===== src/lcd_pkg.sv =====
// lcd panel package: widths, timing counts, register offsets, init table, bus and pin types
package lcd_pkg;

    localparam int LCD_DW = 16;        // panel data bus
    localparam int WB_DW  = 32;
    localparam int WB_AW  = 2;         // word address bits

    // register map, word offsets
    localparam logic [WB_AW-1:0] REG_XFER   = 2'd0;
    localparam logic [WB_AW-1:0] REG_PIXELS = 2'd1;
    localparam logic [WB_AW-1:0] REG_READ   = 2'd2;
    localparam logic [WB_AW-1:0] REG_STATUS = 2'd3;

    localparam int RST_CYCLES    = 32; // panel reset low time
    localparam int WR_LOW_CYCLES = 2;
    localparam int RD_LOW_CYCLES = 4;  // data sampled on the last one
    localparam int INIT_LEN      = 8;

    localparam int RST_CNT_W  = $clog2(RST_CYCLES + 1);
    localparam int LOW_CNT_W  = $clog2(RD_LOW_CYCLES + 1);
    localparam int INIT_IDX_W = $clog2(INIT_LEN);

    typedef struct packed {
        logic             cyc;
        logic             stb;
        logic             we;
        logic [WB_AW-1:0] adr;
        logic [WB_DW-1:0] dat;
    } wb_req_t;

    typedef struct packed {
        logic             ack;
        logic [WB_DW-1:0] dat;
    } wb_rsp_t;

    // one panel cycle
    typedef struct packed {
        logic              rs;   // 0 command, 1 data
        logic              rd;   // 1 for a read cycle
        logic [LCD_DW-1:0] data;
    } lcd_op_t;

    typedef struct packed {
        logic              rs;
        logic [LCD_DW-1:0] value;
    } init_entry_t;

    typedef struct packed {
        logic [14:0]       rsvd;
        logic              rs;
        logic [LCD_DW-1:0] value;
    } xfer_word_t;

    typedef struct packed {
        logic [LCD_DW-1:0] pix_first;  // sent first
        logic [LCD_DW-1:0] pix_second;
    } pixels_word_t;

    // bus write word, REG_XFER or REG_PIXELS view
    typedef union packed {
        xfer_word_t   xfer;
        pixels_word_t pixels;
    } lcd_word_u;

    typedef struct packed {
        logic              rst_n;
        logic              cs_n;
        logic              rs;
        logic              wr_n;
        logic              rd_n;
        logic              bl;
        logic [LCD_DW-1:0] data_out;
        logic              data_oe;
    } lcd_pins_t;

    // power-up sequence, rs then value
    localparam init_entry_t [0:INIT_LEN-1] INIT_TABLE = {
        init_entry_t'{1'b0, 16'h0001},  // software reset
        init_entry_t'{1'b0, 16'h0011},  // sleep out
        init_entry_t'{1'b0, 16'h003A},  // pixel format
        init_entry_t'{1'b1, 16'h0055},  // 16 bpp
        init_entry_t'{1'b0, 16'h0036},  // memory access control
        init_entry_t'{1'b1, 16'h0048},
        init_entry_t'{1'b0, 16'h0013},  // normal mode
        init_entry_t'{1'b0, 16'h0029}   // display on
    };

endpackage


===== src/lcd_bus_slave.sv =====
// wishbone classic slave: register decode, panel request hand-off, read data return
`timescale 1ns/1ps
module lcd_bus_slave (
    input  logic                       pclk,
    input  logic                       rst_n,
    input  lcd_pkg::wb_req_t           wb_i,
    output lcd_pkg::wb_rsp_t           wb_o,
    input  logic                       init_finished_i,
    output logic                       req_valid_o,
    output lcd_pkg::lcd_op_t           req_op_o,
    output logic                       req_pair_o,
    output logic [lcd_pkg::LCD_DW-1:0] req_pix2_o,
    input  logic                       req_accept_i,
    input  logic [lcd_pkg::LCD_DW-1:0] rdata_i
);

    lcd_pkg::lcd_word_u        word;
    lcd_pkg::lcd_op_t          next_op;
    logic                      next_pair;
    logic                      is_req;
    logic                      status_rd;
    logic                      access;
    logic                      ack_q;
    logic [lcd_pkg::WB_DW-1:0] dat_q;

    assign word      = wb_i.dat;
    assign access    = wb_i.cyc && wb_i.stb && !ack_q && !req_valid_o;
    assign status_rd = !wb_i.we && (wb_i.adr == lcd_pkg::REG_STATUS);

    // which accesses turn into panel requests
    always_comb begin
        is_req    = 1'b0;
        next_op   = '0;
        next_pair = 1'b0;
        if (wb_i.we) begin
            case (wb_i.adr)
                lcd_pkg::REG_XFER: begin
                    is_req       = 1'b1;
                    next_op.rs   = word.xfer.rs;
                    next_op.data = word.xfer.value;
                end
                lcd_pkg::REG_PIXELS: begin
                    is_req       = 1'b1;
                    next_op.rs   = 1'b1;  // pixels are always data
                    next_op.data = word.pixels.pix_first;
                    next_pair    = 1'b1;
                end
                default: ;
            endcase
        end else if (wb_i.adr == lcd_pkg::REG_READ) begin
            is_req     = 1'b1;
            next_op.rs = 1'b1;
            next_op.rd = 1'b1;
        end
    end

    always_ff @(posedge pclk) begin
        if (!rst_n) begin
            req_valid_o <= 1'b0;
            ack_q       <= 1'b0;
        end else begin
            ack_q <= 1'b0;
            if (req_valid_o && req_accept_i) begin
                req_valid_o <= 1'b0;
                ack_q       <= 1'b1;
            end else if (access) begin
                if (is_req)
                    req_valid_o <= 1'b1;
                else
                    ack_q <= 1'b1;  // status or no-effect access
            end
        end
    end

    always_ff @(posedge pclk) begin
        if (access) begin
            req_op_o   <= next_op;
            req_pair_o <= next_pair;
            req_pix2_o <= word.pixels.pix_second;
            dat_q      <= status_rd ? {{(lcd_pkg::WB_DW-1){1'b0}}, init_finished_i} : '0;
        end else if (req_valid_o && req_accept_i) begin
            dat_q <= req_op_o.rd ? {{(lcd_pkg::WB_DW-lcd_pkg::LCD_DW){1'b0}}, rdata_i} : '0;
        end
    end

    assign wb_o.ack = ack_q;
    assign wb_o.dat = dat_q;

endmodule


===== src/lcd_xfer_seq.sv =====
// transfer sequencer: init versus bus arbitration, pixel pair split into two panel ops
`timescale 1ns/1ps
module lcd_xfer_seq (
    input  logic                       pclk,
    input  logic                       rst_n,
    input  logic                       req_valid_i,
    input  lcd_pkg::lcd_op_t           req_op_i,
    input  logic                       req_pair_i,
    input  logic [lcd_pkg::LCD_DW-1:0] req_pix2_i,
    output logic                       req_accept_o,
    output logic [lcd_pkg::LCD_DW-1:0] rdata_o,
    input  logic                       init_valid_i,
    input  lcd_pkg::init_entry_t       init_entry_i,
    input  logic                       init_finished_i,
    output logic                       init_done_o,
    output logic                       op_valid_o,
    output lcd_pkg::lcd_op_t           op_o,
    input  logic                       op_done_i,
    input  logic [lcd_pkg::LCD_DW-1:0] rdata_i
);

    typedef enum logic [1:0] {
        S_IDLE,
        S_INIT,   // init entry on the panel
        S_REQ     // bus request on the panel
    } seq_state_e;

    seq_state_e                 state;
    lcd_pkg::lcd_op_t           op_q;
    logic                       pair_q;  // second pixel still to go
    logic [lcd_pkg::LCD_DW-1:0] pix2_q;

    always_ff @(posedge pclk) begin
        if (!rst_n) begin
            state  <= S_IDLE;
            pair_q <= 1'b0;
        end else begin
            case (state)
                S_IDLE: begin
                    if (!init_finished_i && init_valid_i) begin
                        state <= S_INIT;
                    end else if (init_finished_i && req_valid_i) begin
                        state  <= S_REQ;
                        pair_q <= req_pair_i;
                    end
                end
                S_INIT: if (op_done_i) state <= S_IDLE;
                S_REQ: begin
                    if (op_done_i) begin
                        if (pair_q)
                            pair_q <= 1'b0;  // back to back, stay busy
                        else
                            state <= S_IDLE;
                    end
                end
                default: state <= S_IDLE;
            endcase
        end
    end

    // op payload, loaded from whichever source wins
    always_ff @(posedge pclk) begin
        if (state == S_IDLE) begin
            if (!init_finished_i)
                op_q <= '{rs: init_entry_i.rs, rd: 1'b0, data: init_entry_i.value};
            else
                op_q <= req_op_i;
            pix2_q <= req_pix2_i;
        end else if (state == S_REQ && op_done_i && pair_q) begin
            op_q.data <= pix2_q;
        end
    end

    assign op_valid_o   = (state != S_IDLE);
    assign op_o         = op_q;
    assign init_done_o  = (state == S_INIT) && op_done_i;
    assign req_accept_o = (state == S_REQ) && op_done_i && !pair_q;
    assign rdata_o      = rdata_i;  // held by the pin engine after a read

endmodule


===== src/lcd_init_seq.sv =====
// init player: panel reset pulse, then power-up table playback
`timescale 1ns/1ps
module lcd_init_seq (
    input  logic                 pclk,
    input  logic                 rst_n,
    output logic                 init_valid_o,
    output lcd_pkg::init_entry_t init_entry_o,
    input  logic                 init_done_i,
    output logic                 init_finished_o,
    output logic                 panel_rst_n_o
);

    typedef enum logic [1:0] {
        S_RST,
        S_PLAY,
        S_DONE
    } init_state_e;

    init_state_e                    state;
    logic [lcd_pkg::RST_CNT_W-1:0]  rst_cnt;
    logic [lcd_pkg::INIT_IDX_W-1:0] idx;

    always_ff @(posedge pclk) begin
        if (!rst_n) begin
            state         <= S_RST;
            rst_cnt       <= '0;
            idx           <= '0;
            panel_rst_n_o <= 1'b0;
        end else begin
            case (state)
                S_RST: begin
                    rst_cnt <= rst_cnt + 1'b1;
                    if (rst_cnt == lcd_pkg::RST_CNT_W'(lcd_pkg::RST_CYCLES - 1))
                        panel_rst_n_o <= 1'b1;
                    // one spare clock after the pulse before the first entry
                    if (rst_cnt == lcd_pkg::RST_CNT_W'(lcd_pkg::RST_CYCLES))
                        state <= S_PLAY;
                end
                S_PLAY: begin
                    if (init_done_i) begin
                        if (idx == lcd_pkg::INIT_IDX_W'(lcd_pkg::INIT_LEN - 1))
                            state <= S_DONE;
                        else
                            idx <= idx + 1'b1;
                    end
                end
                default: ;  // done, stays here until reset
            endcase
        end
    end

    assign init_valid_o    = (state == S_PLAY);
    assign init_entry_o    = lcd_pkg::INIT_TABLE[idx];
    assign init_finished_o = (state == S_DONE);

endmodule


===== src/lcd_pin_timing.sv =====
// 8080 pin timing engine: write and read strobes, read capture, backlight
`timescale 1ns/1ps
module lcd_pin_timing (
    input  logic                       pclk,
    input  logic                       rst_n,
    input  logic                       panel_rst_n_i,
    input  logic                       init_finished_i,
    input  logic                       op_valid_i,
    input  lcd_pkg::lcd_op_t           op_i,
    output logic                       op_done_o,
    output logic [lcd_pkg::LCD_DW-1:0] rdata_o,
    output lcd_pkg::lcd_pins_t         pins_o,
    input  logic [lcd_pkg::LCD_DW-1:0] data_in_i
);

    typedef enum logic [1:0] {
        S_IDLE,
        S_SETUP,    // cs low, rs and data settle
        S_LOW,      // wr or rd strobe low
        S_RELEASE   // strobe back high, op done
    } pin_state_e;

    pin_state_e                    state;
    lcd_pkg::lcd_op_t              op_q;
    logic [lcd_pkg::LOW_CNT_W-1:0] low_cnt;
    logic [lcd_pkg::LOW_CNT_W-1:0] low_last;
    logic                          bl_q;

    assign low_last = op_q.rd ? lcd_pkg::LOW_CNT_W'(lcd_pkg::RD_LOW_CYCLES - 1)
                              : lcd_pkg::LOW_CNT_W'(lcd_pkg::WR_LOW_CYCLES - 1);

    always_ff @(posedge pclk) begin
        if (!rst_n) begin
            state   <= S_IDLE;
            low_cnt <= '0;
            bl_q    <= 1'b0;
        end else begin
            bl_q <= init_finished_i;  // backlight on once the panel is set up
            case (state)
                S_IDLE:  if (op_valid_i) state <= S_SETUP;
                S_SETUP: begin
                    state   <= S_LOW;
                    low_cnt <= '0;
                end
                S_LOW: begin
                    if (low_cnt == low_last)
                        state <= S_RELEASE;
                    else
                        low_cnt <= low_cnt + 1'b1;
                end
                default: state <= S_IDLE;
            endcase
        end
    end

    always_ff @(posedge pclk) begin
        if (state == S_IDLE && op_valid_i)
            op_q <= op_i;
        if (state == S_LOW && low_cnt == low_last && op_q.rd)
            rdata_o <= data_in_i;  // last read-low cycle
    end

    assign op_done_o = (state == S_RELEASE);

    always_comb begin
        pins_o.rst_n    = panel_rst_n_i;
        pins_o.cs_n     = (state == S_IDLE);
        pins_o.rs       = op_q.rs;
        pins_o.wr_n     = !((state == S_LOW) && !op_q.rd);
        pins_o.rd_n     = !((state == S_LOW) && op_q.rd);
        pins_o.bl       = bl_q;
        pins_o.data_out = op_q.data;
        pins_o.data_oe  = (state != S_IDLE) && !op_q.rd;  // drive through release for hold
    end

endmodule


===== src/lcd_top.sv =====
// lcd controller top: bus slave, transfer sequencer, init player, pin timing
`timescale 1ns/1ps
module lcd_top (
    input  logic                       pclk,
    input  logic                       rst_n,
    input  lcd_pkg::wb_req_t           wb_i,
    output lcd_pkg::wb_rsp_t           wb_o,
    output lcd_pkg::lcd_pins_t         pins_o,
    input  logic [lcd_pkg::LCD_DW-1:0] data_in_i
);

    // bus slave <-> sequencer
    logic                       req_valid;
    lcd_pkg::lcd_op_t           req_op;
    logic                       req_pair;
    logic [lcd_pkg::LCD_DW-1:0] req_pix2;
    logic                       req_accept;
    logic [lcd_pkg::LCD_DW-1:0] req_rdata;

    // init player <-> sequencer
    logic                       init_valid;
    lcd_pkg::init_entry_t       init_entry;
    logic                       init_done;
    logic                       init_finished;
    logic                       panel_rst_n;

    // sequencer <-> pin timing
    logic                       op_valid;
    lcd_pkg::lcd_op_t           op;
    logic                       op_done;
    logic [lcd_pkg::LCD_DW-1:0] op_rdata;

    lcd_bus_slave u_bus_slave (
        .pclk            (pclk),
        .rst_n           (rst_n),
        .wb_i            (wb_i),
        .wb_o            (wb_o),
        .init_finished_i (init_finished),
        .req_valid_o     (req_valid),
        .req_op_o        (req_op),
        .req_pair_o      (req_pair),
        .req_pix2_o      (req_pix2),
        .req_accept_i    (req_accept),
        .rdata_i         (req_rdata)
    );

    lcd_xfer_seq u_xfer_seq (
        .pclk            (pclk),
        .rst_n           (rst_n),
        .req_valid_i     (req_valid),
        .req_op_i        (req_op),
        .req_pair_i      (req_pair),
        .req_pix2_i      (req_pix2),
        .req_accept_o    (req_accept),
        .rdata_o         (req_rdata),
        .init_valid_i    (init_valid),
        .init_entry_i    (init_entry),
        .init_finished_i (init_finished),
        .init_done_o     (init_done),
        .op_valid_o      (op_valid),
        .op_o            (op),
        .op_done_i       (op_done),
        .rdata_i         (op_rdata)
    );

    lcd_init_seq u_init_seq (
        .pclk            (pclk),
        .rst_n           (rst_n),
        .init_valid_o    (init_valid),
        .init_entry_o    (init_entry),
        .init_done_i     (init_done),
        .init_finished_o (init_finished),
        .panel_rst_n_o   (panel_rst_n)
    );

    lcd_pin_timing u_pin_timing (
        .pclk            (pclk),
        .rst_n           (rst_n),
        .panel_rst_n_i   (panel_rst_n),
        .init_finished_i (init_finished),
        .op_valid_i      (op_valid),
        .op_i            (op),
        .op_done_o       (op_done),
        .rdata_o         (op_rdata),
        .pins_o          (pins_o),
        .data_in_i       (data_in_i)
    );

endmodule


===== config.mk =====
export PLATFORM = sky130hd
export DESIGN_NAME = lcd_top
export DESIGN_NICKNAME = d
export VERILOG_FILES = /design/src/lcd_pkg.sv /design/src/lcd_bus_slave.sv /design/src/lcd_xfer_seq.sv /design/src/lcd_init_seq.sv /design/src/lcd_pin_timing.sv /design/src/lcd_top.sv
export SDC_FILE = /design/constraint.sdc
export NUM_CORES = 1
export LEC_CHECK = 0
export BUFFER_PORTS_ARGS = -buffer_cell sky130_fd_sc_hd__clkbuf_2
export CAP_MARGIN = 20
export CORE_MARGIN = 1
export CORE_UTILIZATION = 50
export CTS_BUF_LIST = sky130_fd_sc_hd__clkbuf_4
export CTS_CLUSTER_SIZE = 8
export DETAILED_ROUTE_END_ITERATION = 10
export PLACE_DENSITY = 0.76
export SLEW_MARGIN = 0
export SYNTH_ARGS = -nofsm -noshare
export SYNTH_HDL_FRONTEND = slang
export SYNTH_SLANG_ARGS = --single-unit

===== constraint.sdc =====
create_clock -name pclk -period 2.8 [get_ports pclk]
set_clock_uncertainty 0.1 [all_clocks]
set_input_delay 0.28 -clock pclk [delete_from_list [all_inputs] [get_ports pclk]]
set_output_delay 0.28 -clock pclk [all_outputs]
set_load 0.05 [all_outputs]

==> impl_metrics.ini <==
[placed_design]
io_buffer_count = 94
gp_congestion = 0.742
place.detailed.hpwl_um = 6850
preCtsSetupSlack_ns = 0.830

[min_path]
min_from = wb_i[33]
class_of_the_most_critical_hold_timing_path = in -> reg

[power]
leakage_nw = 2.79
report.power.total_mw = 4.11
power.ir.vdd_worst_mv = 0.371
cellPowerDensity_nw_per_um2 = 587

[route]
wire_per_inst_um = 15.7
route.vias.total = 3509
first_pass_iters = 4
detail_route.drc_violations = 0
drt-vias-per-instance = 5.08
detailedRoute.firstIterationViolations = 167
final_antenna_net_count = 0
detail_route.wirelength_um = 10900

[critical_path]
r2r_end = u_bus_slave.dat_q[5]
reg2reg_slack_ns = 0.91
startpoint_type = register
critPathRequiredTime_ns = 2.42
cp_data_arrival_time_ns = 1.71
critPathKind = reg -> out
worstReg2RegStart = u_bus_slave.ack_q
worst-r2r-cell-count = 4
endpoint_kind = output port
timing.critical_path.to = pins_o[0]
critPathLaunch = u_pin_timing.state[0]
crit_path_max_fanout = 5

[floorplan]
initial_utilization_pct = 51.9
floorplan.die_area_um2 = 11800
fp.coreArea_um2 = 11000
fp-row-count = 38
ioPinCount = 111
dieWidth_um = 109
chipHeight_um = 109

[finish]
drive_gt1_share_pct = 25.4
layout.filler_cells = 799
nets = 608
area_growth_pct = 22.7
diodes = 0

[yosys]
postSynthRegisterBits = 142
synth_cells = 389
most_common_cell_in_the_synthesized_netlist = sky130_fd_sc_hd__edfxtp_1
synth_seq_area_share_pct = 70.7
synth_enable_flop_cells = 119
synth_cell_type_count = 47
syn_area_per_cell_um2 = 14.7
synth_top_cells_by_area = sky130_fd_sc_hd__edfxtp_1 (63%), sky130_fd_sc_hd__dfxtp_1 (8.1%), sky130_fd_sc_hd__mux2i_1 (3.2%)
yosys.area.top_type_share_pct = 62.6
asyncSetResetFlopFracSynth_pct = 0
ys.flop_type = sky130_fd_sc_hd__edfxtp_1
warning_count_from_the_yosys_run = 0
synth_common_cells = sky130_fd_sc_hd__edfxtp_1 (119), sky130_fd_sc_hd__nand2_1 (25), sky130_fd_sc_hd__and2_1 (24)
synth.cell_area_um2 = 5710
yosysTopAreaCell = sky130_fd_sc_hd__edfxtp_1

[cts]
numCtsBuffers = 17
clk_transition_reported_paths_ns = 0.13
clock_tree_from_tritoncts = yes
cts.htree.levels = 4
postCtsSetupBuffers = 0
clk_latency_ns = 0.53
max-clock-path-buffers = 2
root_buffer = sky130_fd_sc_hd__clkbuf_4
cts_sinks = 142

[timing]
setup_viol_count_final = 0
fin_setup_tns_ns = 0
finalMaxSlewViolations = 0
worstMarginPinSlew_ns = 0.721
finalHoldViolCount = 0
timing.slew.headroom_pct = 51.9
unrepaired_setup_endpoints_after_global_routing = no
fmax_mhz = 478
finalWorstPathRequiredPeriod_ns = 2.09
final.period_utilization_pct = 74.8
finalWorstSetupSlack_ns = 0.706

[grt]
grt_overflow = 0
grt_start_max_net_pins = 41
grt_first_pass_wirelength_um = 17100
antenna_found_initial = 0
grt.total_usage_pct = 19.9
first_global_vias = 3564

[run_status]
run_status = finished clean

[run]
cap_violations = 0
==> routing by layer <==
| layer | vias up | wire length (um) | GRT usage, % |
|---|---|---|---|
| li1 | 1683 | - | - |
| met4 | 0 | 188 | 8.98 |
| met5 | - | 0 | 0 |
| met2 | 139 | 5390 | 33.5 |
| met1 | 1672 | 4560 | 22.9 |
| met3 | 15 | 717 | 6.99 |
==> where the power goes <==
part           leakage [nW]  total [mW]  internal [mW]  switching, mW
sequential             1.37        2.37           2.34         0.0300
clock                 0.147        1.31          0.612          0.700
combinational          1.27       0.428          0.150          0.278
total                  2.79        4.11           3.10           1.01
==> area by class of cell <==
class / count / area, um^2 / area share, %
well taps: 140 / 175 / 2.50
multi-input cells: 219 / 1460 / 20.9
inverters: 10 / 40.0 / 0.572
flip-flops and latches: 142 / 4030 / 57.6
repair buffers: 149 / 1010 / 14.4
clock inverters: 13 / 149 / 2.13
clock buffers: 18 / 135 / 1.93
==> critical path: stages, from the launching register on <==
cell,delay (ns)
sky130_fd_sc_hd__dfxtp_1,0.41
sky130_fd_sc_hd__inv_1,0.08
sky130_fd_sc_hd__ha_1,0.28
sky130_fd_sc_hd__nor2_1,0.13
sky130_fd_sc_hd__clkbuf_2,0.30
==> layout by cell type (no fill, tap or decap), drive strengths merged, types with 9 or more instances in the layout <==
cell	n
a21oi	10
a22o	9
and2	24
clkbuf	112
conb	16
dfxtp	23
dlygate4sd3	49
edfxtp	119
ha	14
inv	10
mux2i	18
nand2	25
nand2b	10
nor2	23
o21ai	11
==> how the worst min path moves through the flow <==
stage	to	slack (ns)	depth (start not counted)
after CTS	u_bus_slave.req_op_o[5]	0.004	3
after detailed placement	u_xfer_seq.pix2_q[7]	0.30	0
after global routing	u_bus_slave.dat_q[0]	0.03	3
after global placement	u_xfer_seq.pix2_q[0]	0.30	0
final	u_bus_slave.dat_q[0]	0.08	3
after floorplan	u_bus_slave.req_pix2_o[0]	0.28	0
==> stage by stage <==
step | area [um^2] | hold slack (ns) | std cells | util (%)
after floorplan | 5770 | 0.279 | 404 | -
after global placement | 6230 | 0.302 | 611 | 56.7
after detailed placement | 6230 | 0.305 | 611 | 56.7
after CTS | 6990 | 0.00364 | 690 | 63.7
after global routing | 7000 | 0.0298 | 691 | 63.8
final | 7000 | 0.0753 | 691 | 63.8
==> state kept, by name (all words and copies together) (netlist names), 2 cells and up <==
name	cells
u_init_seq.idx	3
u_xfer_seq.pix2_q	16
u_pin_timing.rdata_o	16
u_bus_slave.req_pix2_o	16
u_bus_slave.dat_q	16
u_pin_timing.pins_o	17
u_xfer_seq.op_o	18
u_init_seq.state	2
u_pin_timing.low_cnt	3
u_bus_slave.req_op_o	18
u_xfer_seq.state	2
u_pin_timing.state	2
u_init_seq.rst_cnt	6
==> cell families after synthesis <==
kind of cell / share of synthesized area [%]
flops: 70.7
simple gates: 11.8
compound gates: 5.37
buf+inv: 4.76
mux: 3.16
fa+ha+maj: 3.07
xor+xnor: 1.07
other cells: 0.0657
==> timing repair <==
action / 4_1_cts / 5_1_grt
hold buffers: 48 / 1
gates resized for setup: 0 / 0
endpoints found under the hold margin: 48 / 1
No activity file was read; power rests on OpenSTA's default activity.
